## src/source/tenyrPkg.sv

```systemverilog
package tenyrPkg;

    typedef logic [31:0] word_t;
    typedef logic [3:0]  regIdx_t;
    typedef logic [3:0]  aluOp_t;
    typedef logic [1:0]  opKind_t;

    typedef enum logic [2:0] {
        idle,
        issue,
        execute,
        memory,
        writeBack
    } coreState_t;

    // alu op codes.
    localparam aluOp_t opOr   = 4'h0;
    localparam aluOp_t opAnd  = 4'h1;
    localparam aluOp_t opAdd  = 4'h2;
    localparam aluOp_t opMul  = 4'h3;
    localparam aluOp_t opPack = 4'h4;
    localparam aluOp_t opShl  = 4'h5;
    localparam aluOp_t opLt   = 4'h6;
    localparam aluOp_t opEq   = 4'h7;
    localparam aluOp_t opGe   = 4'h8;
    localparam aluOp_t opAndn = 4'h9;
    localparam aluOp_t opXor  = 4'ha;
    localparam aluOp_t opSub  = 4'hb;
    localparam aluOp_t opOrn  = 4'hc;
    localparam aluOp_t opShr  = 4'hd;
    localparam aluOp_t opTest = 4'he; // nonzero bit test.
    localparam aluOp_t opShra = 4'hf;

endpackage

```

## src/source/storePort.sv

```systemverilog
`timescale 1ns/1ps

module storePort #(
    parameter int scratchWords = 64,
    parameter int outCredits   = 2
) (
    input  logic            clk,
    input  logic            reset_n,
    input  logic            memWrite,
    input  tenyrPkg::word_t memAddr,
    input  tenyrPkg::word_t memData,
    output tenyrPkg::word_t loadData,
    output logic            storeReady,
    output logic            storeValid,
    output tenyrPkg::word_t storeAddr,
    output tenyrPkg::word_t storeData,
    input  logic            storeCredit
);
    import tenyrPkg::*;

    localparam int addrW   = $clog2(scratchWords);
    localparam int creditW = $clog2(outCredits + 1);

    word_t              ram [scratchWords];
    logic [addrW-1:0]   index;
    logic [creditW-1:0] credits;

    assign index      = memAddr[addrW-1:0]; // wraps modulo scratchWords.
    assign loadData   = ram[index];
    assign storeReady = (credits != '0);

    // ##################################################
    // scratchpad
    // ##################################################
    always_ff @(posedge clk) begin
        if (!reset_n) begin
            for (int i = 0; i < scratchWords; i++) begin
                ram[i] <= '0;
            end
        end else if (memWrite) begin
            ram[index] <= memData;
        end
    end

    // ##################################################
    // outgoing store stream
    // ##################################################
    always_ff @(posedge clk) begin
        if (!reset_n) begin
            storeValid <= 1'b0;
            credits    <= creditW'(outCredits);
        end else begin
            storeValid <= memWrite;
            if (memWrite && !storeCredit) credits <= credits - 1'b1;
            else if (storeCredit && !memWrite) credits <= credits + 1'b1;
        end
    end

    always_ff @(posedge clk) begin
        if (memWrite) begin
            storeAddr <= memAddr;
            storeData <= memData;
        end
    end

    creditBound: assert property (@(posedge clk) disable iff (!reset_n)
        credits <= creditW'(outCredits));

endmodule

```

## config.mk

```make
export PLATFORM = sky130hd
export DESIGN_NAME = storePort
export DESIGN_NICKNAME = d
export VERILOG_FILES = /design/src/source/tenyrPkg.sv /design/src/source/storePort.sv
export SDC_FILE = /design/constraint.sdc
export NUM_CORES = 2
export LEC_CHECK = 0
export BUFFER_PORTS_ARGS = -buffer_cell sky130_fd_sc_hd__buf_4
export CAP_MARGIN = 20
export CORE_MARGIN = 10
export CORE_UTILIZATION = 55
export CTS_CLUSTER_DIAMETER = 150
export DETAILED_ROUTE_END_ITERATION = 10
export PLACE_DENSITY = 0.71
export SLEW_MARGIN = 20
export SYNTH_ARGS = -nofsm -noshare
export SYNTH_HDL_FRONTEND = slang
export SYNTH_SLANG_ARGS = --single-unit
```

## constraint.sdc

```tcl
create_clock -name clk -period 11.3 [get_ports clk]
set_input_delay 2.26 -clock clk [delete_from_list [all_inputs] [get_ports clk]]
set_output_delay 2.26 -clock clk [all_outputs]
set_load 0.02 [all_outputs]
```

==> impl_metrics.csv <==
group,metric,value,unit
place,gp_congestion,0.973,
place,post-place-ws,2.73,ns
critical_path,path_delay_family,"buffers and inverters",
cells_and_area,fin_nets,6742,
power_and_ir_drop,p_sw_share,24.8,%
drt,first_iter_violations,12000,
clock_tree,cts-buffers-inserted,210,
clock_tree,cts_resized,0,
global_route,grt_overflow_total,0,
drt,drc,0,
timing,fin_crit_sh,80.7,%
floorplan,die_area,190000,sq um
synthesis,synth.most_common_cell,"edfxtp_1",
synthesis,synth_flop_cell,"edfxtp_1",
global_route,antenna_found_initial,42,
place,hpwl,188000,um
floorplan,rows,152,
timing,fin_skew,0.000194,ns
floorplan,pin_count,166,
critical_path,crit_top_cell,"buf_4",
critical_path,end_kind,"output pin",
clock_tree,cts_sinks,2115,
timing,final-setup-viol-count,0,
cells_and_area,syn2layout_area_growth,10.7,%
power_and_ir_drop,total_power,17.3,mW
synthesis,yosysTopAreaCellShare,66.6,%
timing,slew_violations,0,
clock_tree,cts_buffer_depth,3,
clock_tree,ctsHtreeMaxLevel,4,
synthesis,synth.largest_area_cell,"edfxtp_1",
timing,tightest_slew,1.33,ns
synthesis,synth-seq-area-share,66.6,%
global_route,grt.total_usage,33.2,%
clock_tree,clkTransAtPathRegs,0.05,ns
drt,wl_per_cell,35.3,um
synthesis,synth_seq_cells,2115,
synthesis,synth_area,95300,sq um
drt,viasPerCell,6.78,
power_and_ir_drop,vdd_drop_max,0.127,mV
place,portBuffers,165,
synthesis,syn_nets,6946,
synthesis,yosysWarnings,0,
drt,vias,62100,
critical_path,worstSetupPathType,"input port to output pin",
critical_path,max_stage_delay,0.99,ns
floorplan,fp.dieH,436,um
critical_path,required,9.04,ns
timing,fin_ws,2.18,ns
floorplan,core_region_area,172000,sq um
clock_tree,cts_tree,"done",
run,drv_cap,0,
power_and_ir_drop,power.leakage,35.8,nW
cells_and_area,drive_above_1_share,15.6,%
min_path,hold_class,"flip-flop to flip-flop",
drt,ant_nets,0,
global_route,grt_pass1_wl,455000,um
timing,relSlewSlack,11.0,%
clock_tree,clkLatencyLatePin,0.86,ns
floorplan,initial_utilization,55.4,%
synthesis,async_reset_ff_share,0,%
timing,hold_violations,0,
floorplan,die_w,436,um
power_and_ir_drop,pwr_density_cell,164,nW/um^2
clock_tree,root_buffer,"clkbuf_16",
power_and_ir_drop,power.switching,4.29,mW
critical_path,worstPathCellList,"buf_8 -> buf_12 -> nor2b_4 -> buf_4 -> a22o_1 -> a222oi_1 -> a21oi_1 -> nand4b_1 -> buf_4",
critical_path,arrival,6.86,ns
timing,max_freq,0.110,GHz
synthesis,synthCells,6877,
critical_path,critPathBufInv,4,
run_status,status,"finished clean",
synthesis,syn_avg_cell_area,13.9,sq um
power_and_ir_drop,power_frac_clock,38.3,%
drt,wirelength,324000,um
clock_tree,post-cts-setup-buffers,0,
synthesis,synth_common_cells,"2112 x edfxtp_1, 2053 x and2_1, 585 x clkbuf_1, 264 x a221oi_1, 233 x a22oi_1",
synthesis,ys_types,62,
synthesis,netlist_top_cells_area,"edfxtp_1 67%, and2_1 13%, mux4_2 3.0%",
power_and_ir_drop,pwr-share-comb,8.8,%
synthesis,synth_edf_count,2112,
critical_path,cp-start-kind,"input port",
critical_path,cp_slowest_cell,"a21oi_1",
global_route,grt_pass1_vias,58500,
timing,period_minus_slack,9.12,ns
critical_path,crit_path_max_fanout,70,
clock_tree,cts_hold_buf,0,
global_route,grt_max_degree,116,
timing,rsz0062_at_grt,"false",
power_and_ir_drop,internal-power,13.0,mW
timing,tns,0,ns
drt,first_pass_iters,8,
power_and_ir_drop,p_seq_share,52.9,%
==> registers in the layout, summed over array words and instances (netlist names) <==
register,flops
storeAddr,32
credits,2
storeValid,1
ram,2048
storeData,32
==> layout make-up <==
cell class | instances | area (sq um)
timing repair buffer | 347 | 2760
multi-input combinational | 3994 | 29900
sequential | 2115 | 63500
clock buffer | 256 | 5450
clock inverter | 120 | 910
tap | 2310 | 2890
antenna | 13 | 32.5
inverter | 5 | 23.8
fill | 12700 | 66500
==> cells by family after synthesis <==
group / count (synthesis) / synth area share (%)
mux: 353 / 5.55
compound gates: 1047 / 8.05
simple gates: 2591 / 16.5
fa+ha+maj: 1 / 0.0131
flops: 2115 / 66.6
buf+inv: 768 / 3.27
xor+xnor: 2 / 0.0184
==> per-stage QoR <==
stage	cell area, sq um	util [%]	cells	hold WS (ns)
after floorplan	95300	-	6877	0.471
after global placement	98900	57.5	8764	0.485
after detailed placement	99000	57.6	8766	0.498
after CTS	105000	61.3	9142	0.506
after global routing	105000	61.3	9148	0.561
final	105000	61.3	9160	0.503
==> layout by cell type, fill, tap and decap left out, types with 100 or more instances in the layout <==
cell,count
mux4_2,128
a221oi_1,263
edfxtp_1,2112
clkbuf_16,211
a21oi_1,138
mux2i_1,100
mux2_2,118
and2_1,2051
buf_4,332
a22oi_1,233
nand2_1,149
==> power groups by stage <==
| stage | clock [mW] | sequential (mW) | combinational [mW] |
|---|---|---|---|
| after global routing | 6.94 | 9.18 | 1.53 |
| after global placement | 0 | 9.29 | 1.44 |
| after CTS | 6.63 | 9.15 | 1.46 |
| after floorplan | 0 | 9.32 | 0.727 |
| after detailed placement | 0 | 9.31 | 1.45 |
| final | 6.63 | 9.15 | 1.52 |
==> worst register-to-register path, stage by stage, from the launching register on <==
cell and delay [ns]:
dfxtp_1 0.33, xnor2_1 0.14, or3_1 0.31, nand3_1 0.08
==> per-layer routing <==
| layer | vias to the layer above | share of wire (%) | routed length (um) | GRT usage, % |
|---|---|---|---|---|
| li1 | 25100 | - | - | - |
| met1 | 31000 | 35 | 113000 | 43.9 |
| met2 | 4973 | 42 | 137000 | 46.7 |
| met3 | 971 | 15 | 48500 | 12.0 |
| met4 | 22 | 7.5 | 24400 | 20.5 |
| met5 | - | 0.046 | 150 | 0 |
==> path summary, 6_finish.rpt <==
path,start,to,slack (ns),cells after the start
worst max-delay path,memAddr[2],loadData[29],2.18,9
worst min-delay path,credits[1]$_SDFFE_PN1P_,credits[1]$_SDFFE_PN1P_,0.50,2
worst max register to register,credits[0]$_SDFFE_PN0P_,credits[1]$_SDFFE_PN1P_,10.37,3
worst min register to register,credits[1]$_SDFFE_PN1P_,credits[1]$_SDFFE_PN1P_,0.50,2
No activity file was read; power rests on OpenSTA's default activity.
