File: config.mk
export PLATFORM = sky130hd
export DESIGN_NAME = coreSeq
export DESIGN_NICKNAME = d
export VERILOG_FILES = /design/src/source/tenyrPkg.sv /design/src/source/regFile.sv /design/src/source/insnDecode.sv /design/src/source/execUnit.sv /design/src/source/coreSeq.sv
export SDC_FILE = /design/constraint.sdc
export NUM_CORES = 2
export LEC_CHECK = 0
export ABC_CLOCK_PERIOD_IN_PS = 8600
export BUFFER_PORTS_ARGS = -buffer_cell sky130_fd_sc_hd__buf_2
export CORE_ASPECT_RATIO = 0.5
export CORE_UTILIZATION = 35
export CTS_BUF_LIST = sky130_fd_sc_hd__clkbuf_16
export CTS_CLUSTER_SIZE = 14
export DETAILED_ROUTE_END_ITERATION = 10
export PLACE_DENSITY = 0.53
export SLEW_MARGIN = 20
export SYNTH_ARGS = -nofsm -noshare
export SYNTH_HDL_FRONTEND = slang
export SYNTH_SLANG_ARGS = --single-unit
File: constraint.sdc
create_clock -name clk -period 8.6 [get_ports clk]
set_input_delay 0.86 -clock clk [delete_from_list [all_inputs] [get_ports clk]]
set_output_delay 0.86 -clock clk [all_outputs]
set_load 0.02 [all_outputs]
File: src/source/tenyrPkg.sv
package tenyrPkg;

    typedef logic [31:0] word_t;
    typedef logic [3:0]  regIdx_t;
    typedef logic [3:0]  aluOp_t;
    typedef logic [1:0]  opKind_t;

    typedef enum logic [2:0] {
        idle,
        issue,
        execute,
        memory,
        writeBack
    } coreState_t;

    // alu op codes.
    localparam aluOp_t opOr   = 4'h0;
    localparam aluOp_t opAnd  = 4'h1;
    localparam aluOp_t opAdd  = 4'h2;
    localparam aluOp_t opMul  = 4'h3;
    localparam aluOp_t opPack = 4'h4;
    localparam aluOp_t opShl  = 4'h5;
    localparam aluOp_t opLt   = 4'h6;
    localparam aluOp_t opEq   = 4'h7;
    localparam aluOp_t opGe   = 4'h8;
    localparam aluOp_t opAndn = 4'h9;
    localparam aluOp_t opXor  = 4'ha;
    localparam aluOp_t opSub  = 4'hb;
    localparam aluOp_t opOrn  = 4'hc;
    localparam aluOp_t opShr  = 4'hd;
    localparam aluOp_t opTest = 4'he; // nonzero bit test.
    localparam aluOp_t opShra = 4'hf;

endpackage

File: src/source/regFile.sv
`timescale 1ns/1ps

module regFile (
    input  logic              clk,
    input  logic              reset_n,
    input  logic              wrEn,
    input  tenyrPkg::regIdx_t wrIdx,
    input  tenyrPkg::regIdx_t rdX,
    input  tenyrPkg::regIdx_t rdY,
    input  tenyrPkg::regIdx_t rdZ,
    input  tenyrPkg::word_t   wrData,
    input  tenyrPkg::word_t   pValue,
    output tenyrPkg::word_t   valX,
    output tenyrPkg::word_t   valY,
    output tenyrPkg::word_t   valZ
);
    import tenyrPkg::*;

    word_t regs [15];

    // r0 is zero, r15 is P.
    function automatic word_t readReg(input regIdx_t idx);
        case (idx)
            4'd0:    readReg = '0;
            4'd15:   readReg = pValue;
            default: readReg = regs[idx];
        endcase
    endfunction

    assign valX = readReg(rdX);
    assign valY = readReg(rdY);
    assign valZ = readReg(rdZ);

    always_ff @(posedge clk) begin
        if (!reset_n) begin
            for (int i = 0; i < 15; i++) begin
                regs[i] <= '0;
            end
        end else if (wrEn && wrIdx != 4'd0 && wrIdx != 4'd15) begin
            regs[wrIdx] <= wrData;
        end
    end

endmodule

File: src/source/insnDecode.sv
`timescale 1ns/1ps

module insnDecode (
    input  tenyrPkg::word_t   insn,
    output tenyrPkg::regIdx_t idxZ,
    output tenyrPkg::regIdx_t idxX,
    output tenyrPkg::regIdx_t idxY,
    output tenyrPkg::aluOp_t  op,
    input  tenyrPkg::word_t   valX,
    input  tenyrPkg::word_t   valY,
    output tenyrPkg::word_t   valA,
    output tenyrPkg::word_t   valB,
    output tenyrPkg::word_t   valC,
    output logic              storing,
    output logic              derefRhs
);
    import tenyrPkg::*;

    opKind_t kind;
    word_t   imm;

    assign kind     = insn[31:30];
    assign storing  = insn[29];
    assign derefRhs = insn[28];
    assign idxZ     = insn[27:24];

    // ##################################################
    // field split and immediate extension
    // ##################################################
    always_comb begin
        if (kind == 2'd3) begin
            idxX = '0;
            idxY = '0;
            op   = '0;
            imm  = {{8{insn[23]}}, insn[23:0]}; // wide immediate.
        end else begin
            idxX = insn[23:20];
            idxY = insn[19:16];
            op   = insn[15:12];
            imm  = {{20{insn[11]}}, insn[11:0]};
        end
    end

    // ##################################################
    // operand order by kind
    // ##################################################
    always_comb begin
        case (kind)
            2'd0:    {valA, valB, valC} = {valX, valY, imm};
            2'd1:    {valA, valB, valC} = {valX, imm, valY};
            2'd2:    {valA, valB, valC} = {imm, valX, valY};
            default: {valA, valB, valC} = {32'h0, 32'h0, imm};
        endcase
    end

endmodule

File: src/source/execUnit.sv
`timescale 1ns/1ps

module execUnit (
    input  logic             clk,
    input  logic             reset_n,
    input  logic             start,
    input  tenyrPkg::aluOp_t op,
    input  tenyrPkg::word_t  valA,
    input  tenyrPkg::word_t  valB,
    input  tenyrPkg::word_t  valC,
    output logic             done,
    output tenyrPkg::word_t  result
);
    import tenyrPkg::*;

    aluOp_t rOp;
    word_t  rA, rB, rC, rC2;
    word_t  rY, rZ;
    word_t  opOut;
    logic   v1, v2, v3; // stage valid bits.

    // op applied to the staged operands.
    always_comb begin
        case (rOp)
            opOr:   opOut = rA | rB;
            opAnd:  opOut = rA & rB;
            opAdd:  opOut = rA + rB;
            opMul:  opOut = rA * rB;
            opPack: opOut = {rA[19:0], rB[11:0]};
            opShl:  opOut = rA << rB;
            opLt:   opOut = {32{$signed(rA) < $signed(rB)}};
            opEq:   opOut = {32{rA == rB}};
            opGe:   opOut = {32{$signed(rA) >= $signed(rB)}};
            opAndn: opOut = rA & ~rB;
            opXor:  opOut = rA ^ rB;
            opSub:  opOut = rA - rB;
            opOrn:  opOut = rA | ~rB;
            opShr:  opOut = rA >> rB;
            opTest: opOut = {32{|(rA & (word_t'(1) << rB))}};
            opShra: opOut = $signed(rA) >>> rB;
        endcase
    end

    always_ff @(posedge clk) begin
        if (!reset_n) begin
            v1   <= 1'b0;
            v2   <= 1'b0;
            v3   <= 1'b0;
            done <= 1'b0;
        end else begin
            v1   <= start;
            v2   <= v1;
            v3   <= v2;
            done <= v3;
        end
    end

    always_ff @(posedge clk) begin
        rOp    <= op;        // operand stage.
        rA     <= valA;
        rB     <= valB;
        rC     <= valC;
        rY     <= opOut;     // op stage.
        rC2    <= rC;
        rZ     <= rY + rC2;  // add stage.
        result <= rZ;
    end

endmodule

File: src/source/coreSeq.sv
`timescale 1ns/1ps

module coreSeq (
    input  logic            clk,
    input  logic            reset_n,
    input  logic            qValid,
    input  tenyrPkg::word_t qWord,
    output logic            qTake,
    input  logic            storeReady,
    input  tenyrPkg::word_t loadData,
    output logic            memWrite,
    output tenyrPkg::word_t memAddr,
    output tenyrPkg::word_t memData
);
    import tenyrPkg::*;

    coreState_t state;
    word_t      insnReg, resultReg, loadReg, pCount;
    word_t      curInsn, pValue, wrData, result;
    word_t      valX, valY, valZ, valA, valB, valC;
    regIdx_t    idxZ, idxX, idxY;
    aluOp_t     op;
    logic       storing, derefRhs, loading;
    logic       start, done, wrEn;

    // operands are read straight off the queue head during issue.
    assign curInsn = (state == issue) ? qWord : insnReg;
    assign qTake   = (state == issue);
    assign start   = (state == issue);
    assign loading = derefRhs & ~storing;

    // P as seen by an instruction already counts that instruction.
    assign pValue = qTake ? pCount + 32'd1 : pCount;

    assign memAddr  = derefRhs ? resultReg : valZ;
    assign memData  = derefRhs ? valZ : resultReg;
    assign memWrite = (state == memory) && storing && storeReady;

    assign wrEn   = (state == writeBack) && !storing;
    assign wrData = loading ? loadReg : resultReg;

    // ##################################################
    // sequencer
    // ##################################################
    always_ff @(posedge clk) begin
        if (!reset_n) begin
            state  <= idle;
            pCount <= 32'd1;
        end else begin
            case (state)
                idle:      if (qValid) state <= issue;
                issue: begin
                    state  <= execute;
                    pCount <= pCount + 32'd1;
                end
                execute:   if (done) state <= memory;
                memory:    if (!storing || storeReady) state <= writeBack; // store stall.
                writeBack: state <= qValid ? issue : idle;
                default:   state <= idle;
            endcase
        end
    end

    always_ff @(posedge clk) begin
        if (state == issue) insnReg <= qWord;
        if (done) resultReg <= result;
        if (state == memory) loadReg <= loadData;
    end

    insnDecode decode (
        .insn     (curInsn),
        .idxZ     (idxZ),
        .idxX     (idxX),
        .idxY     (idxY),
        .op       (op),
        .valX     (valX),
        .valY     (valY),
        .valA     (valA),
        .valB     (valB),
        .valC     (valC),
        .storing  (storing),
        .derefRhs (derefRhs)
    );

    execUnit exec (
        .clk     (clk),
        .reset_n (reset_n),
        .start   (start),
        .op      (op),
        .valA    (valA),
        .valB    (valB),
        .valC    (valC),
        .done    (done),
        .result  (result)
    );

    regFile regs (
        .clk     (clk),
        .reset_n (reset_n),
        .wrEn    (wrEn),
        .wrIdx   (idxZ),
        .rdX     (idxX),
        .rdY     (idxY),
        .rdZ     (idxZ),
        .wrData  (wrData),
        .pValue  (pValue),
        .valX    (valX),
        .valY    (valY),
        .valZ    (valZ)
    );

    // one instruction in flight at a time.
    doneInExecute: assert property (@(posedge clk) disable iff (!reset_n)
        done |-> state == execute);

endmodule

==> metrics.md <==
| Metric | Value |
|---|---|
| Initial antenna violation count | `21` |
| Worst EP arrival | `8.74 ns` |
| Status | `completed` |
| #FFs+latches synth | `between 800 and 900` |
| Max_slew headroom | `roughly 6.8%` |
| Num Clock Sinks | `875` |
| Global placer's final weighted congestion | `1.02` |
| Post-synth top area share | `24.5%` |
| Core ar. | `0.200 mm2` |
| Final-report max-slew violation count | `0` |
| Max reg flops | `slightly above 500` |
| Post-layout net count | `roughly 9000` |
| DIE WIDTH | `637 um` |
| CP max stage delay | `1.04 ns` |
| Global-route wire length before repair | `approximately 470000 um` |
| Num CTS Buffers | `between 90 and 100` |
| Final ANT Viol Nets | `0` |
| Synth-to-layout area growth | `10.1%` |
| Slowest cell on crit path | `dfxtp_2` |
| GR Util met2 | `about 48%` |
| Post-Syn Instances | `around 8400` |
| Worst Tran Pin Value | `1.36 ns` |
| Max FO, Critical Path | `33` |
| Violation count after the first detailed-route iteration | `10000` |
| Detailed placement HPWL | `228000 um` |
| Largest register by flop count | `regs.regs` |
| CP Class | `flop to flop` |
| Die Span Y | `~320 um` |
| Crit start category | `flop` |
| Layout cells sized above 1 | `9.37%` |
| Count of cell types in the netlist | `slightly below 100` |
| Vias post-DR | `~67000` |
| Clock Pin Slew Worst Setup and Hold Paths | `0.08 ns` |
| Max Freq | `123 MHz` |
| CTS Buffer Depth | `3` |
| Synth area leader | `edfxtp_1` |
| DRC | `0` |
| Gr busiest metal | `met2` |
| Min cycle time layout | `8.15 ns` |
| Global Route met1 Usage | `a little over two fifths` |
| Worst Hold Class | `input pin to flop` |
| Worst R2R End | `exec.rY[30]$_DFF_P_` |
| DR vias/cell | `6.10` |
| Most area-consuming cells after synthesis | `edfxtp_1, fa_1, nand2_1` |
| Reg2reg start | `exec.rA[1]$_DFF_P_` |
| Final worst-path cycle share | `94.8%` |
| Hold path startpoint | `loadData[10]` |
| Worst Skew | `0.0717 ns` |
| Setup TNS | `0 ns` |
| Predominant post-synthesis flop cell | `edfxtp_1` |
| Fillers | `20400` |
| Met3 Use GR | `8.98%` |
| Total congestion overflow | `0` |
| Worst skew pair latency | `0.75 ns` |
| H-Tree Depth | `3` |
| CP Capture Point | `exec.rY[30]$_DFF_P_` |
| FP Rows | `roughly 120` |
| First drt pass iteration count | `8` |
| Final setup vio count | `0` |
| Drt wl/cell | `approximately 30 um` |
| EDFF count, synth | `576` |
| Post-Route WL | `~340000 um` |
| All-Layer GR Usage | `31.9%` |
| Clock root buffer | `clkbuf_16` |
| Maxcap violations | `0` |
| Number of I/O pins | `134` |
| Initial Util | `a little over a third` |
| Post-synthesis average cell area | `8.41 um2` |
| Crit path launch | `exec.rA[1]$_DFF_P_` |
| Full die area | `0.204 mm2` |
| IO Port Bufs | `133` |
| Worst setup EP type | `flop` |
| Post-synth ARST share | `0%` |
| Register area share after synthesis | `33.0%` |
| Unrepaired setup endpoints after global routing | `false` |
| Synthesis Warnings | `0` |
| R2R depth | `23` |
| R2R setup slack | `0.45 ns` |
| Vias in the first global route | `63200` |
| Hold Buf Count CTS | `0` |
| Cell chain of the critical path | `nand2_1, fa_1, inv_1, fa_1, fa_1, inv_1, fa_1, inv_1, ha_1, ha_1, fa_1, fa_1, ha_1, a21o_1, a21oi_1, a21boi_0, a311oi_1, o21ai_0, a211oi_1, a21oi_1, a311oi_1, mux2i_1, o211ai_1` |
| Synthesized cell area | `about 0.071 mm2` |
| Final Hold Vio Count | `0` |
| Crit path top cell by count | `fa_1` |
| Pin count of the biggest net entering global routing | `110` |
| Worst EP required | `9.19 ns` |
| CTS tree | `done` |
-- critical path, delay by kind of cell (launching register included) --
family          cells  cell delay, ns
fa+ha+maj           9            3.72
compound gates      9            2.64
flops               1            1.04
mux                 1            0.26
simple gates        1            0.17
buf+inv             3            0.14
-- cell usage in the layout, fill, tap and decap left out, drive strengths merged, types with 37 or more instances in the layout --
cell,count
nand2,1676
nor2,924
edfxtp,576
inv,533
buf,429
fa,411
nand3,347
a21oi,323
dfxtp,299
and2,265
o21ai,225
ha,222
a31oi,219
mux2i,203
a311oi,145
and3,143
xnor2,135
nor3,109
clkbuf,95
a221oi,89
mux2,78
xor2,73
a211oi,71
conb,64
a2111oi,53
clkinv,50
nand2b,49
o22ai,42
a21o,38
a211o,37
-- layer usage --
layer	vias up	part of all wire (%)
li1	28700	-
met1	33100	40
met2	4558	42
met3	912	13
met4	20	5.0
met5	-	0.043
-- Yosys cell counts, types with 135 or more instances --
library cell,instances
a21oi_1,321
a311oi_1,145
a31oi_1,218
and2_1,265
and3_1,143
clkbuf_1,516
dfxtp_1,299
edfxtp_1,576
fa_1,411
ha_1,222
inv_1,505
mux2i_1,200
nand2_1,1675
nand3_1,347
nor2_1,921
o21ai_0,215
xnor2_1,135
-- what timing repair did --
action / CTS / global route
gates resized for setup: 0 / 1
endpoints found under the setup margin: 0 / 3
buffers inserted: 0 / 0
-- worst min path at each step --
stage                                    to  cells past startpoint
floorplan               exec.rC2[0]$_DFF_P_                      0
global placement       exec.rC2[15]$_DFF_P_                      0
detailed placement  exec.result[13]$_DFF_P_                      0
CTS                   loadReg[29]$_DFFE_PP_                      1
global route          loadReg[29]$_DFFE_PP_                      1
finish                loadReg[10]$_DFFE_PP_                      1
-- layout make-up --
| cell class | count | area (um2) | area share [%] |
|---|---|---|---|
| multi-input cells | 6374 | 43200 | 55.5 |
| flip-flops and latches | 875 | 23300 | 30.0 |
| well taps | 2655 | 3320 | 4.27 |
| repair buffers | 429 | 2990 | 3.84 |
| clock buffers | 95 | 2380 | 3.06 |
| inverters | 519 | 1960 | 2.52 |
| clock inverters | 78 | 673 | 0.865 |
| diodes | 5 | 12.5 | 0.0161 |
-- cells by family (layout without fill, tap and decap cells) --
logic type / Yosys count / after routing / share of synthesized area, %
AOI/OAI and AO/OA: 1545 / 1545 / 15.1
xor gates and xnor gates: 208 / 208 / 2.58
adders and majority gates: 633 / 633 / 15.6
buffers and inverters: 1216 / 1121 / 6.85
DFF: 875 / 875 / 33.0
muxes: 294 / 294 / 4.57
other: 1 / 69 / 0.00531
and+or+nand+nor: 3630 / 3630 / 22.3
-- stage by stage --
stage	std cells	hold slack [ns]	worst slack, ns	instance area [um2]	util (%)
after floorplan	8465	0.310	0.399	70900	-
after global placement	10900	0.310	0.331	74700	37.3
after detailed placement	10900	0.312	0.163	74700	37.3
after CTS	11000	0.250	0.170	77800	38.8
after global routing	11000	0.258	0.00207	77800	38.8
final	11000	0.286	0.451	77800	38.8
Power is left out: the tool's default activity adds up to more than one toggle a clock period on the data nets, which glitch-free logic cannot reach.
