[src/source/tenyrPkg.sv]
package tenyrPkg;

    typedef logic [31:0] word_t;
    typedef logic [3:0]  regIdx_t;
    typedef logic [3:0]  aluOp_t;
    typedef logic [1:0]  opKind_t;

    typedef enum logic [2:0] {
        idle,
        issue,
        execute,
        memory,
        writeBack
    } coreState_t;

    // alu op codes.
    localparam aluOp_t opOr   = 4'h0;
    localparam aluOp_t opAnd  = 4'h1;
    localparam aluOp_t opAdd  = 4'h2;
    localparam aluOp_t opMul  = 4'h3;
    localparam aluOp_t opPack = 4'h4;
    localparam aluOp_t opShl  = 4'h5;
    localparam aluOp_t opLt   = 4'h6;
    localparam aluOp_t opEq   = 4'h7;
    localparam aluOp_t opGe   = 4'h8;
    localparam aluOp_t opAndn = 4'h9;
    localparam aluOp_t opXor  = 4'ha;
    localparam aluOp_t opSub  = 4'hb;
    localparam aluOp_t opOrn  = 4'hc;
    localparam aluOp_t opShr  = 4'hd;
    localparam aluOp_t opTest = 4'he; // nonzero bit test.
    localparam aluOp_t opShra = 4'hf;

endpackage

[src/source/insnQueue.sv]
`timescale 1ns/1ps

module insnQueue #(
    parameter int queueDepth = 4
) (
    input  logic            clk,
    input  logic            reset_n,
    input  logic            insnValid,
    input  tenyrPkg::word_t insnWord,
    input  logic            qTake,
    output logic            qValid,
    output tenyrPkg::word_t qWord,
    output logic            insnCredit
);
    import tenyrPkg::*;

    localparam int ptrW = (queueDepth > 1) ? $clog2(queueDepth) : 1;
    localparam int cntW = $clog2(queueDepth + 1);

    word_t           slots [queueDepth];
    logic [ptrW-1:0] wrPtr, rdPtr;
    logic [cntW-1:0] count;
    logic            pop;

    function automatic logic [ptrW-1:0] nextPtr(input logic [ptrW-1:0] ptr);
        nextPtr = (ptr == ptrW'(queueDepth - 1)) ? '0 : ptr + 1'b1;
    endfunction

    assign pop    = qTake && qValid;
    assign qValid = (count != '0);
    assign qWord  = slots[rdPtr];

    always_ff @(posedge clk) begin
        if (!reset_n) begin
            wrPtr      <= '0;
            rdPtr      <= '0;
            count      <= '0;
            insnCredit <= 1'b0;
        end else begin
            if (insnValid) wrPtr <= nextPtr(wrPtr);
            if (pop) rdPtr <= nextPtr(rdPtr);
            if (insnValid && !pop) count <= count + 1'b1;
            else if (pop && !insnValid) count <= count - 1'b1;
            insnCredit <= pop; // one credit per dequeue.
        end
    end

    always_ff @(posedge clk) begin
        if (insnValid) slots[wrPtr] <= insnWord;
    end

    noPushWhenFull: assert property (@(posedge clk) disable iff (!reset_n)
        insnValid |-> count != cntW'(queueDepth));

endmodule

[config.mk]
export PLATFORM = sky130hd
export DESIGN_NAME = insnQueue
export DESIGN_NICKNAME = d
export VERILOG_FILES = /design/src/source/tenyrPkg.sv /design/src/source/insnQueue.sv
export SDC_FILE = /design/constraint.sdc
export NUM_CORES = 1
export LEC_CHECK = 0
export BUFFER_PORTS_ARGS = -buffer_cell sky130_fd_sc_hd__buf_4
export CELL_PAD_IN_SITES_DETAIL_PLACEMENT = 0
export CELL_PAD_IN_SITES_GLOBAL_PLACEMENT = 2
export CORE_MARGIN = 2
export CORE_UTILIZATION = 44
export DETAILED_ROUTE_END_ITERATION = 8
export GPL_TIMING_DRIVEN = 0
export PLACE_DENSITY_LB_ADDON = 0.1
export RECOVER_POWER = 25
export SLEW_MARGIN = 40
export SYNTH_ARGS = -nofsm -noshare
export SYNTH_HDL_FRONTEND = slang
export SYNTH_SLANG_ARGS = --single-unit
export TNS_END_PERCENT = 30
[constraint.sdc]
create_clock -name clk -period 2.8 [get_ports clk]
set_input_delay 0.14 -clock clk [delete_from_list [all_inputs] [get_ports clk]]
set_output_delay 0.14 -clock clk [all_outputs]
set_load 0.1 [all_outputs]
==> results of run 1 <==
## path summary, 6_finish.rpt
| path | start | to | slack [ps] | cells past startpoint |
|---|---|---|---|---|
| max | count[1]$_SDFFE_PN0P_ | count[2]$_SDFFE_PN0P_ | 590 | 7 |
| min reg2reg | rdPtr[0]$_SDFFE_PN0P_ | rdPtr[0]$_SDFFE_PN0P_ | 500 | 2 |
| min | reset_n | rdPtr[1]$_SDFFE_PN0P_ | 20 | 3 |
| max reg2reg | count[1]$_SDFFE_PN0P_ | count[2]$_SDFFE_PN0P_ | 590 | 7 |
## per-layer routing
metal	track usage	up-vias	routed length, um
met3	0.0523	10	422
met1	0.183	1229	3740
met4	0.0512	0	94
met5	0	-	0
li1	-	1134	-
met2	0.251	61	4410
## power groups by stage
| stage | logic, W | clock network [W] | registers, W |
|---|---|---|---|
| floorplan | 0.00185 | 0 | 0.00249 |
| finish | 0.00231 | 0.00226 | 0.00243 |
| global placement | 0.00230 | 0 | 0.00247 |
| global route | 0.00241 | 0.00240 | 0.00244 |
| detailed placement | 0.00231 | 0 | 0.00248 |
| CTS | 0.00235 | 0.00230 | 0.00243 |
## stage by stage
stage	hold WS (ps)	total power (W)	instances
final	18.2	0.00699	489
after global routing	49.1	0.00724	489
after CTS	11.2	0.00709	489
after detailed placement	344	0.00479	426
after global placement	341	0.00478	426
after floorplan	239	0.00434	214
## area by class of cell
cell class / instances / share of cell area
Clock inverter: 12 / 0.0258
Multi-Input combinational cell: 65 / 0.148
Buffer: 7 / 0.0129
Tap cell: 143 / 0.0268
Sequential cell: 138 / 0.605
Timing Repair Buffer: 101 / 0.114
Clock buffer: 19 / 0.0648
Inverter: 4 / 0.00225
## registers in the layout (all words and copies together) (netlist names), named ones only
register and cells:
rdPtr 2, slots 128, count 3, insnCredit 1, wrPtr 2
## worst max-delay path: stages (launching register included)
cell	delay, ps
dfxtp_1	350
o31ai_2	470
ha_1	270
inv_1	60
fa_1	370
xor2_1	180
or3_1	310
a21oi_1	140
## cells by family (layout without fill, tap and decap cells)
family,after synthesis,in the layout,synth area share
simple gates,16,16,0.0154
xor+xnor,2,2,0.00342
buf+inv,11,143,0.0198
mux,35,35,0.148
compound gates,5,5,0.00634
flops,138,138,0.789
fa+ha+maj,7,7,0.0185
## layout by cell type (no fill, tap or decap)
master and n:
nor2_1 6, edfxtp_1 128, or3_1 3, xor2_1 2, and2_4 4, clkinv_2 1
nand2_1 2, ha_1 6, fa_1 1, o21ai_0 2, o31ai_2 1, inv_6 2
mux4_2 30, clkinv_1 2, clkbuf_16 17, dlygate4sd3_1 32, buf_12 3, mux4_1 2
a21oi_1 2, clkbuf_1 22, clkinvlp_4 3, bufinv_16 4, buf_6 1, nand3_1 1
buf_4 49, dfxtp_1 10, mux2i_1 3, inv_1 4, buf_2 3
==> out/results.txt, run 1 <==
fillers -> 883
Die Y -> 112 um
fraction of registers with async set or reset after synthesis -> 0
Worst Path Arrival -> 2540 ps
final setup vio count -> 0
total grt overflow -> 0
Multi-input gate area -> 992 um^2
vias in the first global route -> 2644
Seq/Total Area, Yosys -> 0.789
H-tree depth -> 4
CTS Buffer Depth -> 2
Reg area -> 4040 um^2
HPWL after detailed placement -> 5070 um
largest net degree at the start of global routing -> 33
Root Buffer -> clkbuf_16
Pre-antenna DRT Iters -> 4
sw frac -> 0.355
Comb pwr share -> 0.330
area leader, netlist -> edfxtp_1
Max-cap violations -> 0
initial antenna violation count -> 0
sequential power share -> 0.348
Setup crit start kind -> flip-flop
first-pass GRT wire length -> 13700 um
Final Cycle Share -> 0.788
number of distinct library cells after synthesis -> 20
Clock power frac -> 0.322
Synth top area share -> 0.750
crit-path max FO -> 6
post_cts resized -> 0
final hold vios -> 0
drt drc -> 0
Clock Latency Late Sink -> 400 ps
Avg Cell Area, Syn -> 24.0 um^2
Worst VDD drop -> 0.600 mV
power per cell area -> 1050 nW/um^2
area post-placement -> 5830 um^2
Die Wd -> 112 um
Max Clock Freq -> 453 MHz
Placer Congestion -> 0.675
CTS tree -> yes
most frequent cell after synthesis -> edfxtp_1
I/O pins -> 70
critical path class -> flip-flop to flip-flop
Hold Path Class -> primary input to flip-flop
setup TNS -> 0 ps
Post-synth EDFFs -> 128
crit end category -> flip-flop
die area -> 12500 um^2
top cells by area, synth -> edfxtp_1 75%, mux4_2 13%, dfxtp_1 3.9%
postcts setup bufs -> 0
Vias -> 2434
NumNets Final -> 377
Syn Nets -> 257
outcome -> finished clean
Area Overhead vs Synth -> 30.4%
Main synth FF type -> edfxtp_1
Post-Synthesis Cells -> 214
clock skew -> 5.87 ps
Initial Util -> 0.449
Std-Cell Rows -> 39
Post-CTS Hold Buffers -> 32
initial drt markers -> 92
Pins Over Slew Limit -> 0
post-route cell area -> 6690 um^2
core area -> 11400 um^2
setup ws final -> 594 ps
leading cell types by count after synthesis -> 128 x edfxtp_1, 30 x mux4_2, 10 x dfxtp_1, 6 x ha_1, 6 x nor2_1
Final Core Density -> 0.585
RSZ-0062 raised after global routing -> false
layout cell share with drive strength beyond 1 -> 0.341
Pint -> 0.00451 W
CTS Sinks -> 138
vias per inst -> 4.98
flops & latches, synth -> 138
NetSw -> 0.00248 W
leakage -> 2.30 nW
Worst Max-Slew Pin Slew -> 520 ps
antenna-violating nets left -> 0
drt total wl -> 8670 um
Worst slew margin -> 0.653
pre-CTS setup slack -> 589 ps
mean routed wirelength per cell -> 17.7 um
ANT cells -> 0
WP data required -> 3130 ps
PortBufs -> 69
synthesized area -> 5130 um^2
post-layout min period -> 2210 ps
CTS Buf Count -> 17
Total GRT Usage -> 0.150
clk slew on worst S/H paths -> 60 ps
Yosys warning count -> 0
Note: power is estimated with default switching activity, not from simulation.
==> run 2, diff against run 1 <==
--- a/config.mk
+++ b/config.mk
@@ -9,7 +9,7 @@
 export CELL_PAD_IN_SITES_DETAIL_PLACEMENT = 0
 export CELL_PAD_IN_SITES_GLOBAL_PLACEMENT = 2
 export CORE_MARGIN = 2
-export CORE_UTILIZATION = 44
+export CORE_UTILIZATION = 40
 export DETAILED_ROUTE_END_ITERATION = 8
 export GPL_TIMING_DRIVEN = 0
 export PLACE_DENSITY_LB_ADDON = 0.1
==> constraint.sdc (replaced) <==
create_clock -name clk -period 2 [get_ports clk]
set_input_delay 0.1 -clock clk [delete_from_list [all_inputs] [get_ports clk]]
set_output_delay 0.1 -clock clk [all_outputs]
set_load 0.1 [all_outputs]
==> run 2 against run 1 <==
- non-clock buffer count is 5 higher
- wire length is 3.2% higher
- register-to-register slack worse by 500 ps
- clock power is 15% higher
- global-route usage is 1.1 points lower
- critical endpoint is now qWord[21]
- largest cell class unchanged
==> out/results.txt, run 2 (same netlist as run 1, synthesis figures left out) <==
Reg-to-Reg End -> count[2]$_SDFFE_PN0P_
Worst slew margin -> 0.657 (+0.00350)
Max-cap violations -> 0 (unchanged)
Std-Cell Rows -> 41 (+5.1%)
Reg with most FFs -> slots
Worst Max-Slew Pin Slew -> 515 ps (-5.25 ps)
final hold vios -> 0 (unchanged)
pre-CTS setup slack -> -97.4 ps (-686 ps)
vias in the first global route -> 2532 (-4.2%)
Initial Util -> 0.408 (-0.0411)
Die Y -> 117 um (+4.7%)
vias per inst -> 4.70 (-5.6%)
setup TNS -> 0 ps (unchanged)
cells on worst reg2reg path -> 7 (unchanged)
fillers -> 1036 (+17%)
crit end category -> primary output
Worst VDD drop -> 0.629 mV (+4.7%)
CTS Sinks -> 138 (unchanged)
Die Wd -> 117 um (+4.7%)
Setup crit start kind -> flip-flop
Clock Latency Late Sink -> 410 ps (about the same)
I/O pins -> 70 (unchanged)
initial antenna violation count -> 0 (unchanged)
core area -> 12600 um^2 (+10%)
initial drt markers -> 112 (+22%)
HPWL after detailed placement -> 5080 um (+0.36%)
final setup vio count -> 0 (unchanged)
HP Start -> qTake
max reg flops -> 128 (unchanged)
layout cell share with drive strength beyond 1 -> 0.344 (+0.00271)
ANT cells -> 0 (unchanged)
clk slew on worst S/H paths -> 50 ps (about the same)
Pins Over Slew Limit -> 0 (unchanged)
first-pass GRT wire length -> 13400 um (-2.8%)
clock skew -> 7.05 ps (+1.18 ps)
CTS Buf Count -> 17 (unchanged)
power per cell area -> 1390 nW/um^2 (+33%)
total grt overflow -> 0 (unchanged)
crit-path max FO -> 10 (+4)
Hold Path Class -> primary input to flip-flop
Regs by FF count -> slots: 128 flops, count: 3 flops
H-tree depth -> 4 (unchanged)
critical path class -> flip-flop to primary output
Final Core Density -> 0.532 (-0.0534)
WP data required -> 1900 ps (-1230 ps)
CTS tree -> yes
endpoint of the worst hold path -> insnCredit$_SDFF_PN0_
Pre-antenna DRT Iters -> 4 (unchanged)
reg-to-reg startpoint -> count[0]$_SDFFE_PN0P_
r2r setup slk -> 90 ps (-500 ps)
CTS Buffer Depth -> 2 (unchanged)
NumNets Final -> 382 (+1.3%)
Area Overhead vs Synth -> 30.4% (about the same)
commonest non-fill, non-tap cells in the layout -> 128 x edfxtp_1, 51 x buf_4, 34 x dlygate4sd3_1
die area -> 13700 um^2 (+9.6%)
PortBufs -> 69 (unchanged)
Worst Path Arrival -> 1820 ps (-720 ps)
leading cell type in the layout, fill and taps excluded -> edfxtp_1
drt drc -> 0 (unchanged)
Max Clock Freq -> 520 MHz
mean routed wirelength per cell -> 17.1 um (-3.7%)
largest net degree at the start of global routing -> 33 (unchanged)
WHS Path Cells -> 4 (+1)
leakage -> 2.28 nW (-1.2%)
antenna-violating nets left -> 0 (unchanged)
Final Cycle Share -> 0.962
drt total wl -> 8940 um (+3.2%)
setup ws final -> 76.3 ps (-518 ps)
outcome -> finished clean
post-layout min period -> 1920 ps
Power Total -> 0.00930 W (+33%)
Total GRT Usage -> 0.139 (-0.0106)
Placer Congestion -> 0.632 (-6.4%)
Root Buffer -> clkbuf_16
Vias -> 2461 (+1.1%)
-- run 2: how the worst max path moves through the flow --
stage	endpoint	cells past startpoint	slack, ps
after floorplan	count[2]$_SDFFE_PN0P_	7	60
after CTS	count[2]$_SDFFE_PN0P_	7	10
final	qWord[21]	4	80
after global routing	count[2]$_SDFFE_PN0P_	7	-2
after global placement	slots[3][5]$_DFFE_PP_	2	-480
after detailed placement	count[2]$_SDFFE_PN0P_	7	-100
-- run 2: report_power, final --
| group | internal (W) | total (W) | leakage, nW | switching, W |
|---|---|---|---|---|
| logic | 0.000938 | 0.00327 | 0.785 | 0.00233 |
| registers | 0.00334 | 0.00342 | 1.26 | 0.0000779 |
| clock network | 0.00154 | 0.00261 | 0.232 | 0.00107 |
| total | 0.00582 | 0.00930 | 2.28 | 0.00348 |
-- run 2: metal layers --
layer	wire, um	vias to the layer above	global-route usage
met1	3800	1247	0.171
met5	0	-	0
li1	-	1142	-
met2	4620	59	0.222
met4	161	0	0.0706
met3	358	13	0.0458
-- run 2: what timing repair did --
action                     CTS  global route
hold buffers                34             0
pin swaps                    1             2
setup endpoints to repair    1             1
setup buffers                1             1
cloned                       0             0
hold endpoints to repair   132             0
gates resized for setup      0             6
-- run 2: critical path: stages, from the launching register on --
cell     delay [ps]
dfxtp_1         320
buf_6           150
buf_12          160
mux4_2          530
buf_4           250
-- run 2: cell type report --
class,count,area (um^2),share of cell area
Buffer,7,86.3,0.0129
Clock buffer,20,437,0.0653
Clock inverter,12,58.8,0.00879
Inverter,4,15.0,0.00225
Multi-Input combinational cell,65,1010,0.151
Sequential cell,138,4050,0.605
Tap cell,172,215,0.0322
Timing Repair Buffer,106,818,0.122
-- run 2: through the flow --
stage	std cells	hold WS (ps)	instance area, um^2
after floorplan	214	199	5140
after global placement	455	301	5870
after detailed placement	456	304	5900
after CTS	523	47.0	6740
after global routing	524	57.9	6690
final	524	61.5	6690
==> run 3, diff against run 2 <==
--- a/config.mk
+++ b/config.mk
@@ -5,11 +5,12 @@
 export SDC_FILE = /design/constraint.sdc
 export NUM_CORES = 1
 export LEC_CHECK = 0
+export ABC_AREA = 1
 export BUFFER_PORTS_ARGS = -buffer_cell sky130_fd_sc_hd__buf_4
 export CELL_PAD_IN_SITES_DETAIL_PLACEMENT = 0
 export CELL_PAD_IN_SITES_GLOBAL_PLACEMENT = 2
 export CORE_MARGIN = 2
-export CORE_UTILIZATION = 40
+export CORE_UTILIZATION = 36
 export DETAILED_ROUTE_END_ITERATION = 8
 export GPL_TIMING_DRIVEN = 0
 export PLACE_DENSITY_LB_ADDON = 0.1
==> run 3 against run 2 <==
- critical path type unchanged
- register-to-register slack better by 100 ps
- largest cell class unchanged
- critical endpoint is now qWord[12]
- non-clock buffer count up 11
- die area up 14%
==> out/results.txt, run 3 <==
Area Overhead vs Synth -> 34.7%
layout cell share with drive strength beyond 1 -> 0.231 (-0.113)
vias in the first global route -> 3437 (+36%)
Regs by FF count -> slots: 128 flops, count: 3 flops
Syn Nets -> 417 (+62%)
compound-gate portion of the synthesized area -> 0.103 (+0.0971)
non-filler instance count after layout -> 695 (+33%)
crit end category -> primary output
Worst slew margin -> 0.651 (-0.00587)
power per cell area -> 1700 nW/um^2 (+22%)
Total GRT Usage -> 0.162 (+0.0228)
CTS Sinks -> 138 (unchanged)
Die Y -> 125 um (+6.7%)
Root Buffer -> clkbuf_16
Crit path buffers/inverters -> 3 (unchanged)
Initial Util -> 0.366 (-0.0424)
largest net degree at the start of global routing -> 33 (unchanged)
main combinational cell family by area after synthesis -> compound AO/OA/AOI/OAI gates
leading cell types by count after synthesis -> 128 x edfxtp_1, 75 x nor2_1, 38 x o21ai_0, 32 x o22ai_1, 28 x o21ai_1
Post-Synth XOR/XNOR Area -> 0.00166 (-0.00176)
top cells by area, synth -> edfxtp_1 73%, nor2_1 5.3%, dfxtp_1 3.8%
post-layout min period -> 1880 ps (-47.9 ps)
Hold Path Class -> primary input to flip-flop
simple-gate portion of the synthesized area -> 0.0672 (+0.0518)
CTS Buf Count -> 17 (unchanged)
Pins Over Slew Limit -> 0 (unchanged)
Avg Cell Area, Syn -> 14.1 um^2 (-41%)
fraction of registers with async set or reset after synthesis -> 0 (unchanged)
CP max stage cell -> dfxtp_1
Worst Path Arrival -> 1780 ps (-40 ps)
Setup crit start kind -> flip-flop
Top delay family on crit path -> buffers and inverters
total grt overflow -> 0 (unchanged)
Final Cycle Share -> 0.938 (-0.0239)
CTS Buffer Depth -> 2 (unchanged)
mean routed wirelength per cell -> 17.1 um (+0.27%)
Worst VDD drop -> 1.04 mV (+65%)
Synth top area share -> 0.729 (-0.0206)
final hold vios -> 0 (unchanged)
WP data required -> 1900 ps (about the same)
leakage -> 2.59 nW (+14%)
fillers -> 1314 (+27%)
flops & latches, synth -> 138 (unchanged)
DP Cell Count -> 629 (+38%)
number of distinct library cells after synthesis -> 22 (+10%)
max reg flops -> 128 (unchanged)
Vias -> 3338 (+36%)
Max-cap violations -> 0 (unchanged)
PortBufs -> 69 (unchanged)
initial drt markers -> 139 (+24%)
proportion of synthesized area in mux cells -> 0 (-0.148)
clock skew -> 4.81 ps (-2.24 ps)
Max Clock Freq -> 533 MHz (+2.6%)
leading cell type in the layout, fill and taps excluded -> edfxtp_1
core area -> 14400 um^2 (+15%)
synthesized area -> 5270 um^2 (+2.8%)
HPWL after detailed placement -> 6820 um (+34%)
first-pass GRT wire length -> 18800 um (+41%)
clk slew on worst S/H paths -> 60 ps (about the same)
postcts setup bufs -> 0 (-1)
ANT cells -> 0 (unchanged)
CTS tree -> yes
NumNets Final -> 541 (+42%)
die area -> 15600 um^2 (+14%)
initial antenna violation count -> 0 (unchanged)
antenna-violating nets left -> 0 (unchanged)
crit-path max FO -> 10 (unchanged)
Main synth FF type -> edfxtp_1
H-tree depth -> 4 (unchanged)
area leader, netlist -> edfxtp_1
Worst Max-Slew Pin Slew -> 524 ps (+8.81 ps)
Std-Cell Rows -> 44 (+7.3%)
Synth Area in Adders -> 0.0180 (-0.000511)
Post-Synthesis Cells -> 374 (+75%)
drt total wl -> 11900 um (+33%)
RSZ-0062 raised after global routing -> true
Clock Latency Late Sink -> 410 ps (about the same)
Yosys warning count -> 0 (unchanged)
pre-CTS setup slack -> 169 ps (+267 ps)
vias per inst -> 4.80 (+2.3%)
I/O pins -> 70 (unchanged)
Critical Path, Cell by Cell -> inv_2 > buf_2 > o21ai_1 > o22ai_1 > buf_4
Pre-antenna DRT Iters -> 4 (unchanged)
critical path class -> flip-flop to primary output
Placer Congestion -> 0.677 (+7.1%)
outcome -> finished clean
drt drc -> 0 (unchanged)
setup ws final -> 124 ps (+47.9 ps)
Seq/Total Area, Yosys -> 0.767 (-0.0217)
Die Wd -> 125 um (+6.7%)
most frequent cell after synthesis -> edfxtp_1
final setup vio count -> 0 (unchanged)
commonest non-fill, non-tap cells in the layout -> 128 x edfxtp_1, 74 x nor2_1, 47 x buf_4
Post-synth EDFFs -> 128 (unchanged)
largest stage delay on the critical path -> 370 ps (-160 ps)
Reg with most FFs -> slots
[run 3: cell types whose count changed in the layout (fill, tap and decap cells not counted), sizes merged, moves of 4 or more]
cell,delta
mux4,-32
bufinv,+6
and2,-4
clkinv,-4
o21ai,+64
o22ai,+32
buf,+7
nor2,+69
nand2,+11
inv,+12
[run 3: final timing paths]
kind / startpoint / endpoint / slack [ps] / cells after the start
setup / recovery: flip-flop / qWord[12] / 120 / 5
hold reg to reg: rdPtr[1]$_SDFFE_PN0P_ / rdPtr[1]$_SDFFE_PN0P_ / 530 / 2
hold / removal: insnValid / wrPtr[1]$_SDFFE_PN0P_ / 50 / 3
setup reg to reg: count[0]$_SDFFE_PN0P_ / count[2]$_SDFFE_PN0P_ / 190 / 12
[run 3: logic make-up (layout without fill, tap and decap cells)]
family,count (synthesis),after routing
buf+inv,35,172
xor+xnor,1,1
flops,138,138
fa+ha+maj,7,7
simple gates,92,92
compound gates,101,101
[run 3: metal layers]
| metal | GRT usage | wire length (um) | vias up |
|---|---|---|---|
| met1 | 0.203 | 5240 | 1626 |
| met4 | 0.0588 | 170 | 0 |
| met2 | 0.268 | 6020 | 68 |
| met5 | 0 | 0 | - |
| met3 | 0.0492 | 468 | 13 |
| li1 | - | - | 1631 |
[run 3: worst min-delay path, stage by stage]
cell and delay, ps:
buf_4 140, inv_1 100, a21oi_1 80
[run 3: final cells by class]
type                            instances  area [um^2]  share of cell area
Sequential cell                       138         4040               0.569
Clock buffer                           19          433              0.0609
Multi-Input combinational cell        201         1080               0.151
Timing Repair Buffer                  105          857               0.121
Inverter                               16         72.6              0.0102
Tap cell                              184          230              0.0324
Buffer                                 19          166              0.0234
Clock inverter                         13          224              0.0315
[run 3: through the flow]
| stage | hold slack, ps | TNS [ps] | total power (W) | instance area [um^2] | util |
|---|---|---|---|---|---|
| floorplan | 199 | -6250 | 0.00746 | 5330 | - |
| global placement | 300 | -25340 | 0.00861 | 6080 | 0.421 |
| detailed placement | 305 | 0 | 0.00864 | 6140 | 0.426 |
| CTS | 41.2 | 0 | 0.0122 | 7140 | 0.495 |
| global route | 85.7 | 0 | 0.0126 | 7100 | 0.492 |
| finish | 50.3 | 0 | 0.0121 | 7100 | 0.492 |
[run 3: report_power, final]
part	internal (W)	leakage [nW]	switching, W
logic	0.00119	1.01	0.00403
clock network	0.00233	0.317	0.00113
registers	0.00334	1.26	0.0000821
total	0.00686	2.59	0.00524
[run 3: timing repair]
item,in CTS,in global routing
endpoints found under the hold margin,138,0
gates resized for setup,1,11
hold buffers,34,0
endpoints found under the setup margin,10,18
